### config.mk
export PLATFORM = sky130hd
export DESIGN_NAME = key_search_top
export DESIGN_NICKNAME = d
export VERILOG_FILES = /design/src/verilog/search_pkg.sv /design/src/verilog/block_stream_if.sv /design/src/verilog/lfsr_sweep.sv /design/src/verilog/feistel_core.sv /design/src/verilog/match_unit.sv /design/src/verilog/key_search_top.sv
export SDC_FILE = /design/constraint.sdc
export NUM_CORES = 1
export LEC_CHECK = 0
export ABC_AREA = 1
export BUFFER_PORTS_ARGS = -buffer_cell sky130_fd_sc_hd__buf_2
export CAP_MARGIN = 20
export CORE_MARGIN = 2
export CORE_UTILIZATION = 55
export CTS_CLUSTER_DIAMETER = 80
export DETAILED_ROUTE_END_ITERATION = 10
export PLACE_DENSITY = 0.73
export SETUP_SLACK_MARGIN = 0.5
export SYNTH_ARGS = -nofsm -noshare
export SYNTH_HDL_FRONTEND = slang
export SYNTH_SLANG_ARGS = --single-unit
### constraint.sdc
create_clock -name clk -period 9.7 [get_ports clk]
set_clock_uncertainty 0.1 [all_clocks]
set_input_delay 1.94 -clock clk [delete_from_list [all_inputs] [get_ports clk]]
set_output_delay 1.94 -clock clk [all_outputs]
set_load 0.01 [all_outputs]
### src/verilog/search_pkg.sv
`default_nettype none

package search_pkg;

    // Datapath widths
    localparam int block_w = 16;        // Plaintext and ciphertext width
    localparam int half_w  = 8;         // One Feistel half
    localparam int count_w = 16;        // Checked-value counter

    // Cipher depth, one pipeline stage per round
    localparam int rounds = 4;

    // Sweep FSM encoding
    localparam int state_w = 3;
    localparam logic [state_w-1:0] sweep_idle    = 3'd0;    // Waiting for start
    localparam logic [state_w-1:0] sweep_first   = 3'd1;    // Emitting the seed itself
    localparam logic [state_w-1:0] sweep_running = 3'd2;    // Emitting successors
    localparam logic [state_w-1:0] sweep_last    = 3'd3;    // Emitting the final value
    localparam logic [state_w-1:0] sweep_done    = 3'd4;    // Cycle complete

    // Left half sits in the upper bits
    typedef struct packed {
        logic [half_w-1:0] left;
        logic [half_w-1:0] right;
    } block_halves_t;

    // Whole word for the sweep and compare, halves for the rounds
    typedef union packed {
        logic [block_w-1:0] word;
        block_halves_t      half;
    } block_u;

endpackage

`default_nettype wire

### src/verilog/block_stream_if.sv
`timescale 1ns/1ps
`default_nettype none

interface block_stream_if;

    logic                valid;     // Source has a block
    logic                ready;     // Sink can take it
    search_pkg::block_u  data;      // Block being processed
    search_pkg::block_u  plain;     // Plaintext riding alongside
    logic                last;      // Final block of the sweep

    // Producer side
    modport source (
        output valid, data, plain, last,
        input  ready
    );

    // Consumer side
    modport sink (
        input  valid, data, plain, last,
        output ready
    );

endinterface

`default_nettype wire

### src/verilog/lfsr_sweep.sv
`timescale 1ns/1ps
`default_nettype none

module lfsr_sweep (
    input  wire logic                clk,
    input  wire logic                rst_n,
    input  wire logic                start,         // Begin a sweep from idle or done
    input  wire logic                abort,         // Back to idle from anywhere
    input  wire search_pkg::block_u  seed,          // First value of the sweep
    input  wire search_pkg::block_u  polynomial,    // Galois tap mask
    block_stream_if.source           gen,
    output logic                     done
);

    logic [search_pkg::state_w-1:0] state;
    logic [search_pkg::state_w-1:0] state_nxt;

    search_pkg::block_u seed_reg;           // Sweep ends before returning here
    search_pkg::block_u poly_reg;
    search_pkg::block_u lfsr_reg;           // Value currently offered on gen

    logic [search_pkg::block_w-1:0] lfsr_nxt;      // Successor of lfsr_reg
    logic [search_pkg::block_w-1:0] lfsr_nxt2;     // Successor of the successor

    logic xfer;     // Handshake completes this cycle
    logic load;     // Start accepted, sample seed and taps

    // One right shift of a Galois LFSR, bit 0 is the feedback
    function automatic logic [search_pkg::block_w-1:0] lfsr_step(
        input logic [search_pkg::block_w-1:0] cur,
        input logic [search_pkg::block_w-1:0] poly
    );
        logic [search_pkg::block_w-1:0] nxt;
        nxt[search_pkg::block_w-1] = cur[0];    // Top bit takes the feedback
        for (int i = 0; i < search_pkg::block_w - 1; i++) begin
            nxt[i] = poly[i] ? (cur[i+1] ^ cur[0]) : cur[i+1];  // Tapped bits flip
        end
        return nxt;
    endfunction

    assign xfer = gen.valid && gen.ready;
    assign load = ((state == search_pkg::sweep_idle) || (state == search_pkg::sweep_done))
                  && start && !abort;

    // Lookahead so last is known while the value is still offered
    assign lfsr_nxt  = lfsr_step(lfsr_reg.word, poly_reg.word);
    assign lfsr_nxt2 = lfsr_step(lfsr_nxt, poly_reg.word);

    // Stream outputs, data and plain are the same word here
    assign gen.valid = (state == search_pkg::sweep_first)
                    || (state == search_pkg::sweep_running)
                    || (state == search_pkg::sweep_last);
    assign gen.data  = lfsr_reg;
    assign gen.plain = lfsr_reg;

    // Seed can be last only when it maps onto itself
    assign gen.last  = (state == search_pkg::sweep_last)
                    || ((state == search_pkg::sweep_first) && (lfsr_nxt == seed_reg.word));

    assign done = (state == search_pkg::sweep_done);

    always_ff @(posedge clk) begin
        if (!rst_n) begin
            state <= search_pkg::sweep_idle;
        end else begin
            state <= state_nxt;
        end
    end

    always_comb begin
        state_nxt = state;
        if (abort) begin
            state_nxt = search_pkg::sweep_idle;     // Abort wins in every state
        end else begin
            case (state)
                search_pkg::sweep_idle,
                search_pkg::sweep_done: begin
                    if (start) begin
                        state_nxt = search_pkg::sweep_first;
                    end
                end
                search_pkg::sweep_first,
                search_pkg::sweep_running: begin
                    if (xfer) begin
                        if (gen.last) begin
                            state_nxt = search_pkg::sweep_done;    // One-value cycle
                        end else if (lfsr_nxt2 == seed_reg.word) begin
                            state_nxt = search_pkg::sweep_last;    // Next value closes the loop
                        end else begin
                            state_nxt = search_pkg::sweep_running;
                        end
                    end
                end
                search_pkg::sweep_last: begin
                    if (xfer) begin
                        state_nxt = search_pkg::sweep_done;
                    end
                end
                default: state_nxt = search_pkg::sweep_idle;
            endcase
        end
    end

    // Seed, taps and shift register
    always_ff @(posedge clk) begin
        if (load) begin
            seed_reg <= seed;
            poly_reg <= polynomial;
            lfsr_reg <= seed;                   // Seed goes out first
        end else if (xfer && !gen.last) begin
            lfsr_reg.word <= lfsr_nxt;          // Advance only on an accepted value
        end
    end

    // Offered value holds until the sink takes it
    a_gen_stable: assert property (@(posedge clk) disable iff (!rst_n)
        gen.valid && !gen.ready && !abort |=>
            gen.valid && $stable(gen.data) && $stable(gen.last));

endmodule

`default_nettype wire

### src/verilog/feistel_core.sv
`timescale 1ns/1ps
`default_nettype none

module feistel_core (
    input  wire logic                clk,
    input  wire logic                rst_n,
    input  wire search_pkg::block_u  key,       // Upper half for even rounds, lower for odd
    block_stream_if.sink             in_s,
    block_stream_if.source           out_s
);

    logic advance;      // Whole pipeline shifts this cycle

    logic [search_pkg::rounds-1:0] stage_valid;
    logic [search_pkg::rounds-1:0] stage_last;

    search_pkg::block_u stage_data  [search_pkg::rounds];   // Partially encrypted block
    search_pkg::block_u stage_plain [search_pkg::rounds];   // Plaintext carried along

    search_pkg::block_u round_in  [search_pkg::rounds];
    search_pkg::block_u round_out [search_pkg::rounds];

    // Round function on one half
    function automatic logic [search_pkg::half_w-1:0] round_f(
        input logic [search_pkg::half_w-1:0] r,
        input logic [search_pkg::half_w-1:0] k
    );
        logic [search_pkg::half_w-1:0] x;
        x = r ^ k;
        // Rotate left by 3, then add the key mod 256
        return {x[search_pkg::half_w-4:0], x[search_pkg::half_w-1:search_pkg::half_w-3]} + k;
    endfunction

    // One Feistel round with no final swap
    function automatic search_pkg::block_u round_step(
        input search_pkg::block_u            b,
        input logic [search_pkg::half_w-1:0] k
    );
        search_pkg::block_u r;
        r.half.left  = b.half.right;
        r.half.right = b.half.left ^ round_f(b.half.right, k);
        return r;
    endfunction

    // Key half for a given round
    function automatic logic [search_pkg::half_w-1:0] round_key(
        input search_pkg::block_u k,
        input int                 idx
    );
        return (idx % 2 == 0) ? k.half.left : k.half.right;
    endfunction

    // Freeze only when the tail holds a block nobody takes
    assign advance    = !stage_valid[search_pkg::rounds-1] || out_s.ready;
    assign in_s.ready = advance;

    always_comb begin
        round_in[0] = in_s.data;
        for (int i = 1; i < search_pkg::rounds; i++) begin
            round_in[i] = stage_data[i-1];          // Each stage feeds the next round
        end
        for (int i = 0; i < search_pkg::rounds; i++) begin
            round_out[i] = round_step(round_in[i], round_key(key, i));
        end
    end

    // Stage occupancy
    always_ff @(posedge clk) begin
        if (!rst_n) begin
            stage_valid <= '0;
        end else if (advance) begin
            stage_valid[0] <= in_s.valid;
            for (int i = 1; i < search_pkg::rounds; i++) begin
                stage_valid[i] <= stage_valid[i-1];
            end
        end
    end

    // Payload moves in lockstep with the valids
    always_ff @(posedge clk) begin
        if (advance) begin
            stage_plain[0] <= in_s.plain;
            stage_last[0]  <= in_s.last;
            for (int i = 1; i < search_pkg::rounds; i++) begin
                stage_plain[i] <= stage_plain[i-1];
                stage_last[i]  <= stage_last[i-1];
            end
            for (int i = 0; i < search_pkg::rounds; i++) begin
                stage_data[i] <= round_out[i];
            end
        end
    end

    // Tail stage drives the ciphertext stream
    assign out_s.valid = stage_valid[search_pkg::rounds-1];
    assign out_s.data  = stage_data[search_pkg::rounds-1];
    assign out_s.plain = stage_plain[search_pkg::rounds-1];
    assign out_s.last  = stage_last[search_pkg::rounds-1];

    // Ciphertext on offer holds while the match unit stalls
    a_out_stable: assert property (@(posedge clk) disable iff (!rst_n)
        out_s.valid && !out_s.ready |=>
            out_s.valid && $stable(out_s.data) && $stable(out_s.plain) && $stable(out_s.last));

endmodule

`default_nettype wire

### src/verilog/match_unit.sv
`timescale 1ns/1ps
`default_nettype none

module match_unit (
    input  wire logic                          clk,
    input  wire logic                          rst_n,
    input  wire logic                          start,     // New sweep, clear the tally
    input  wire logic                          abort,     // Drop pending match and tally
    input  wire search_pkg::block_u            target,    // Ciphertext being searched for
    block_stream_if.sink                       in_s,
    output logic                               match_valid,
    input  wire logic                          match_ready,
    output search_pkg::block_u                 match_plain,
    output logic [search_pkg::count_w-1:0]     checked_count,
    output logic                               finished
);

    logic accept;           // Ciphertext taken this cycle
    logic hit;              // Taken ciphertext equals target
    logic last_seen;        // Final ciphertext already taken
    logic last_done;        // Final ciphertext taken now or earlier
    logic match_valid_nxt;

    // Room when empty or emptying this cycle
    assign in_s.ready = !match_valid || match_ready;
    assign accept     = in_s.valid && in_s.ready;
    assign hit        = accept && (in_s.data.word == target.word);
    assign last_done  = last_seen || (accept && in_s.last);

    always_comb begin
        if (hit) begin
            match_valid_nxt = 1'b1;         // Load beats drain
        end else if (match_ready) begin
            match_valid_nxt = 1'b0;
        end else begin
            match_valid_nxt = match_valid;
        end
    end

    always_ff @(posedge clk) begin
        if (!rst_n) begin
            match_valid   <= 1'b0;
            checked_count <= '0;
            last_seen     <= 1'b0;
            finished      <= 1'b0;
        end else begin
            match_valid <= abort ? 1'b0 : match_valid_nxt;
            if (start || abort) begin
                checked_count <= '0;
                last_seen     <= 1'b0;
                finished      <= 1'b0;
            end else begin
                if (accept) begin
                    checked_count <= checked_count + 1'b1;
                end
                if (accept && in_s.last) begin
                    last_seen <= 1'b1;
                end
                if (last_done && !match_valid_nxt) begin
                    finished <= 1'b1;       // Only once the match register is empty
                end
            end
        end
    end

    // Plaintext of the hit waits here for the consumer
    always_ff @(posedge clk) begin
        if (hit) begin
            match_plain <= in_s.plain;
        end
    end

    a_match_hold: assert property (@(posedge clk) disable iff (!rst_n)
        match_valid && !match_ready && !abort |=> match_valid && $stable(match_plain));

endmodule

`default_nettype wire

### src/verilog/key_search_top.sv
`timescale 1ns/1ps
`default_nettype none

module key_search_top (
    input  wire logic                              clk,
    input  wire logic                              rst_n,
    input  wire logic                              start,
    input  wire logic                              abort,
    input  wire logic [search_pkg::block_w-1:0]    seed,          // First plaintext
    input  wire logic [search_pkg::block_w-1:0]    polynomial,    // LFSR taps
    input  wire logic [search_pkg::block_w-1:0]    key,           // Fixed cipher key
    input  wire logic [search_pkg::block_w-1:0]    target,        // Ciphertext to find
    output logic                                   match_valid,
    input  wire logic                              match_ready,
    output logic [search_pkg::block_w-1:0]         match_plain,
    output logic [search_pkg::count_w-1:0]         checked_count,
    output logic                                   finished,
    output logic                                   done
);

    block_stream_if s_gen ();       // Plaintexts out of the sweep
    block_stream_if s_enc ();       // Ciphertexts out of the cipher

    // Plaintext generator
    lfsr_sweep u_sweep (
        .clk        (clk),
        .rst_n      (rst_n),
        .start      (start),
        .abort      (abort),
        .seed       (seed),
        .polynomial (polynomial),
        .gen        (s_gen.source),
        .done       (done)
    );

    // Four-round cipher pipeline
    feistel_core u_cipher (
        .clk   (clk),
        .rst_n (rst_n),
        .key   (key),
        .in_s  (s_gen.sink),
        .out_s (s_enc.source)
    );

    // Compare, report and tally
    match_unit u_match (
        .clk           (clk),
        .rst_n         (rst_n),
        .start         (start),
        .abort         (abort),
        .target        (target),
        .in_s          (s_enc.sink),
        .match_valid   (match_valid),
        .match_ready   (match_ready),
        .match_plain   (match_plain),
        .checked_count (checked_count),
        .finished      (finished)
    );

endmodule

`default_nettype wire

==> flow_summary.toml, run 1 <==
[min_path]
min_to = "u_cipher.stage_plain[2][9]$_DFFE_PN_"
min_path_cells = 0
hold_class = "register to register"
hp-start = "u_cipher.stage_plain[1][9]$_DFFE_PN_"

[sta]
final-hold-violation-count = 0
setup_tns_ps = 0
tightest_slew_ps = 844
period_minus_slack_ps = 3860
slew_violations = 0
setup_ws_ps = 5840
min_period_over_period_pct = 39.8
rsz0062_at_grt = "no"
max_freq_mhz = 259
slew_headroom_pct = 43.6
setup_violations = 0

[cts]
clock_latency_ps = 500
hold_buffers = 0
clk_pin_slew_worst_paths_ps = 60
cts_resized = 0
cts_buffers = 22
clk_path_buf_depth = 3
cts_tree = "yes"
cts_num_sinks = 213
htreeDepth = 1
cts_root_buffer = "clkbuf_16"
postCtsSetupBuffers = 0

[route]
vias = 6500
finalWirelength_um = 19500
routed_via_density = 5.13
antenna_left = 0
drtPass1Iterations = 5
drcViolationCount = 0
drt_iter0_markers = 390
avgRoutedWirePerCell_um = 15.4

[die]
die_area_sq_um = 19300
initial_utilization_pct = 55.8
ios = 104
coreArea_sq_um = 17900
die_width_um = 139
die_h_um = 139
row_count = 49

[cells_and_area]
nFillCells = 1403
final-instance-count-excl-fill = 1267
n_antenna_cell = 0
largest_reg_flops = 63
finalNetCount = 1124
areaGrowthSynthToFinish_pct = 15.2
reg_top3 = "u_cipher.stage_data (63), u_cipher.stage_plain (57)"
register_area_sq_um = 6140
largest-register = "u_cipher.stage_data"
drive_gt1_share_pct = 16.7
fin_util_pct = 64.3
multi_input_area_sq_um = 3440

[power_and_ir_drop]
power_per_cell_area_nw_per_um2 = 248
totalPowerFinal_uw = 2860
clockPowerShare_pct = 29.9
p_leak_uw = 0.00491
p_seq_share_pct = 46.9
vdd_drop_max_mv = 0.145
swShare_pct = 28.1
switchingPower_uw = 802
intPower_uw = 2060
pwr-share-comb_pct = 23.2

[worst_setup_path]
critical_path_class = "input port to register"
r2r_end = "u_sweep.gen.data[10]$_DFFE_PP_"
r2r-start = "u_sweep.gen.data[0]$_DFFE_PP_"
critPathLaunch = "start"
cp-start-kind = "input port"
rrSetupSlack_ps = 6480
cp.arrival_ps = 3880
reg2regPathDepth = 13
crit_required_ps = 9720
endpoint_kind = "register"
cp_max_fo = 52

[global_route]
grt_remaining_overflow = 0
grt.total_usage_pct = 20.4
gr-usage-met3_pct = 3.42
grt_use_met2_pct = 35.0
grt_pass1_wl_um = 31300
antenna_found_initial = 0
grt.busiest_layer = "met2"
grt_util_met1_pct = 27.2
grt_pass1_vias = 6278
grt_start_max_net_pins = 71

[synthesis]
ys_warn_count = 0
synth.distinct_cells = 34
synth_ff_type = "edfxtp_1"
synth-edff-count = 187
syn-num-nets = 1002
async_reset_ff_share_pct = 0
synth_cells = 900
yosysSeqAreaShare_pct = 61.4
ys_ff_latch = 213
syn_area_sq_um = 9990
avgSynthCellArea_sq_um = 11.1

[job]
max-cap-violations = 0

[placement]
pre_cts_ws_ps = 5270
dp_hpwl_um = 13900
gp_congestion = 0.920
io_buffers = 102
dpl.cell_count = 1227

[run_status]
status = "finished, final reports clean"
## synth_stat cells, drive strengths merged (14+ instances only)
cell type | n | share of area (%)
ha | 29 | 3.6
xnor2 | 32 | 2.8
nand2 | 200 | 7.8
inv | 94 | 3.5
o21ai | 27 | 1.4
dfxtp | 26 | 5.2
a21oi | 36 | 1.8
edfxtp | 187 | 56
nor2 | 51 | 1.9
xor2 | 76 | 6.7
nand3 | 72 | 3.9
nand4 | 14 | 0.88
## worst max path at each step
stage	end	depth (start not counted)
CTS	u_sweep.gen.data[13]$_DFFE_PP_	6
global route	u_sweep.gen.data[13]$_DFFE_PP_	6
detailed placement	u_sweep.gen.data[9]$_DFFE_PP_	6
finish	u_sweep.gen.data[10]$_DFFE_PP_	6
floorplan	u_cipher.stage_data[0][0]$_DFFE_PN_	4
global placement	u_sweep.gen.data[9]$_DFFE_PP_	6
## kinds of logic after synthesis
logic type	Yosys count	synth area share [%]
adders and majority gates	33	4.43
buffers and inverters	104	4.28
xor gates and xnor gates	108	9.47
AOI/OAI and AO/OA	78	4.23
DFF	213	61.4
and+or+nand+nor	364	16.2
## routing by layer
layer / vias up / wire (um)
met5: - / 0
met4: 0 / 422
met3: 28 / 1050
met2: 163 / 9580
met1: 2999 / 8420
li1: 3310 / -
## stage by stage
stage,hold slack [ps],cell area (sq um)
floorplan,300,9990
global placement,301,10800
detailed placement,305,10800
CTS,315,11500
global route,320,11500
finish,313,11500
## worst max-delay path, cell delays in order
cell,delay [ps]
buf_2,90
nand2_1,90
nor2_4,90
buf_4,460
inv_1,430
nand2_1,760
## power groups by stage
stage	registers [uW]	clock network (uW)	logic [uW]
floorplan	1320	0	531
global placement	1350	0	637
detailed placement	1360	0	659
CTS	1340	871	667
global route	1360	907	754
finish	1340	854	663
## area by class of cell
class | count | share of cell area (%)
flip-flops and latches | 213 | 53.3
multi-input cells | 583 | 29.9
clock buffers | 28 | 5.16
repair buffers | 107 | 4.76
inverters | 95 | 3.12
well taps | 229 | 2.49
clock inverters | 12 | 1.26
## placed cells by master (no fill, tap or decap), types with 3 or more instances in the layout
master     Yosys  final
a21oi_1       36     36
xor2_1        76     76
nand2_1      191    191
or2_2          9      9
a31oi_1        6      6
nand3_2        5      5
buf_4          0      5
o21bai_1       4      4
clkbuf_1       4      5
bufinv_16      0      3
dfxtp_1       26     26
nand4_1       14     14
nand2_2        8      8
edfxtp_1     187    187
clkinv_2       0      3
fa_1           4      4
nor2_1        51     50
inv_2          5      5
buf_2          0    102
ha_1          29     29
xnor2_1       32     32
clkbuf_16      0     23
nor4_1         4      3
inv_1         89     88
nor3_1         8      8
nand3_1       67     67
o21ai_0       25     25
clkinv_1       1      3
Note: power is estimated with default switching activity, not from simulation.
==> run 2, diff against run 1 <==
Settings changed: ABC_AREA 1 to 0, CORE_UTILIZATION 55 to 53, PLACE_DENSITY 0.73 to 0.74.
Clock period 9.7 ns to 3.4 ns, I/O delays scaled along.
==> run 2 against run 1 <==
  * Register-to-register slack got worse by 5800 ps
  * Critical path type is now register to register
  * Combinational power rose to 2.9 times the previous value
  * Synthesized cell count is 18% lower
  * Non-clock buffer count up 11
  * Sequential cell count unchanged
  * Worst hold slack worse by 63 ps
  * Setup slack lost 5100 ps
  * Count of clock-buffer cells in the layout down 4
  * Synthesized area is essentially flat
==> flow_summary.toml, run 2 <==
[sta]
setup_tns_ps = 0
rsz0062_at_grt = "no"
setup_violations = 0
period_minus_slack_ps = 2670
slew_headroom_pct = 52.4
max_freq_mhz = 375
min_period_over_period_pct = 78.5
slew_violations = 0
tightest_slew_ps = 713
final-hold-violation-count = 0

[placement]
place_area_sq_um = 10800
dp_hpwl_um = 13500
io_buffers = 102
gp_congestion = 0.914
dpl.cell_count = 1063

[cells_and_area]
stdcell_area_sq_um = 11600
register_area_sq_um = 6140
nFillCells = 1418
final_cell_mix = "187 x edfxtp_1, 102 x buf_2, 83 x xnor2_1, 79 x xor2_1, 55 x nand2_1"
areaGrowthSynthToFinish_pct = 16.3
fin_util_pct = 62.6
finalNetCount = 959
largest_reg_flops = 63
drive_gt1_share_pct = 18.5
n_antenna_cell = 0
final-instance-count-excl-fill = 1106
final_common_cell = "edfxtp_1"
reg_top3 = "u_cipher.stage_data (63), u_cipher.stage_plain (57)"
multi_input_area_sq_um = 3740
largest-register = "u_cipher.stage_data"

[worst_setup_path]
rrSetupSlack_ps = 730
crit_required_ps = 3550
critical_path_class = "register to register"
cp_max_fo = 12
cp.arrival_ps = 2820
cp-start-kind = "register"
endpoint_kind = "register"

[die]
die_width_um = 141
ios = 104
die_area_sq_um = 20000
coreArea_sq_um = 18600
initial_utilization_pct = 53.8
row_count = 50
die_h_um = 141

[synthesis]
synth_area_leaders = "edfxtp_1 56%, xnor2_1 7.3%, xor2_1 6.9%, dfxtp_1 5.2%, ha_1 3.6%"
synth.distinct_cells = 64
syn_area_sq_um = 9990
yosysTopAreaCell = "edfxtp_1"
synth.most_common_cell = "edfxtp_1"
synth_cells = 740
synth_ff_type = "edfxtp_1"
yosysSeqAreaShare_pct = 61.4
synthTopCellsByCount = "187 x edfxtp_1, 83 x xnor2_1, 79 x xor2_1"
syn-num-nets = 842
ys_ff_latch = 213
async_reset_ff_share_pct = 0
synthDominantCellAreaShare_pct = 56.2
avgSynthCellArea_sq_um = 13.5
synth-edff-count = 187
ys_warn_count = 0

[route]
finalWirelength_um = 18800
avgRoutedWirePerCell_um = 17.0
drcViolationCount = 0
routed_via_density = 5.30
drtPass1Iterations = 5
vias = 5864
drt_iter0_markers = 371
antenna_left = 0

[cts]
clk_pin_slew_worst_paths_ps = 60
htreeDepth = 1
hold_buffers = 0
cts_tree = "yes"
cts_buffers = 22
cts_root_buffer = "clkbuf_16"
clock_latency_ps = 510
cts_num_sinks = 213
clk_path_buf_depth = 3

[global_route]
grt_start_max_net_pins = 125
grt_remaining_overflow = 0
grt_pass1_wl_um = 29000
grt.total_usage_pct = 18.9
grt_pass1_vias = 5610
antenna_found_initial = 0

[power_and_ir_drop]
switchingPower_uw = 2170
power_per_cell_area_nw_per_um2 = 711
clockPowerShare_pct = 30.7
p_leak_uw = 0.00461
totalPowerFinal_uw = 8270
p_seq_share_pct = 46.4
vdd_drop_max_mv = 0.453
swShare_pct = 26.2
intPower_uw = 6110
pwr-share-comb_pct = 23.0

[job]
max-cap-violations = 0

[min_path]
hold_class = "input port to register"

[run_status]
status = "finished, final reports clean"
==> run 2: final cells by class <==
class	instances	share of cell area (%)
Timing Repair Buffer	118	5.53
Clock inverter	15	1.84
Inverter	9	0.323
Tap cell	234	2.52
Clock buffer	24	4.80
Multi-Input combinational cell	493	32.2
Sequential cell	213	52.8
==> run 2: final timing paths <==
path	endpoint	depth (start not counted)	startpoint
hold reg to reg	u_cipher.stage_plain[2][4]$_DFFE_PN_	0	u_cipher.stage_plain[1][4]$_DFFE_PN_
setup / recovery	u_sweep.gen.data[15]$_DFFE_PP_	8	u_sweep.state[0]$_SDFFE_PP0P_
setup reg to reg	u_sweep.gen.data[15]$_DFFE_PP_	8	u_sweep.state[0]$_SDFFE_PP0P_
hold / removal	u_sweep.poly_reg[5]$_DFFE_PP_	1	polynomial[5]
==> run 2: through the flow <==
stage	setup slack (ps)	hold WS (ps)
3_3_place_gp	472	301
3_5_place_dp	442	305
6_report	730	249
2_1_floorplan	3.62	300
5_1_grt	539	235
4_1_cts	718	229
==> run 2: kinds of logic after synthesis <==
kind of cell	Yosys count	synth area share (%)
multiplexers	8	0.814
adder cells (fa/ha/maj)	33	4.43
AO/OA/AOI/OAI	107	6.99
flip-flops	213	61.4
XOR/XNOR	172	16.4
AND/OR/NAND/NOR	173	8.53
buffers and inverters	34	1.48
==> run 2: power groups by stage <==
stage                     sequential (uW)  combinational, uW  clock (uW)
after CTS                            3840               1920        2600
after detailed placement             3900               1880           0
after floorplan                      3770               1550           0
after global routing                 3880               2110        2700
final                                3830               1900        2540
after global placement               3880               1830           0
==> run 2: metal layers <==
metal,GRT usage (%),vias up,share of wire [%]
met2,31.7,166,48
met4,7.37,0,3.2
li1,-,2911,-
met3,2.73,38,5.1
met1,25.1,2749,43
met5,0,-,0
==> run 2: worst max-delay path: stages (launching register included) <==
cell	delay, ps
dfxtp_1	420
or3b_1	380
a2111oi_2	350
nand4_1	140
nor4_1	290
nand3b_1	210
nand2_1	140
nand2_1	140
buf_4	250
==> run 2: timing repair <==
item,4_1_cts,5_1_grt
endpoints found under the hold margin,0,0
buffers inserted,4,0
gates resized for setup,0,1
gates cloned,0,0
endpoints found under the setup margin,12,4
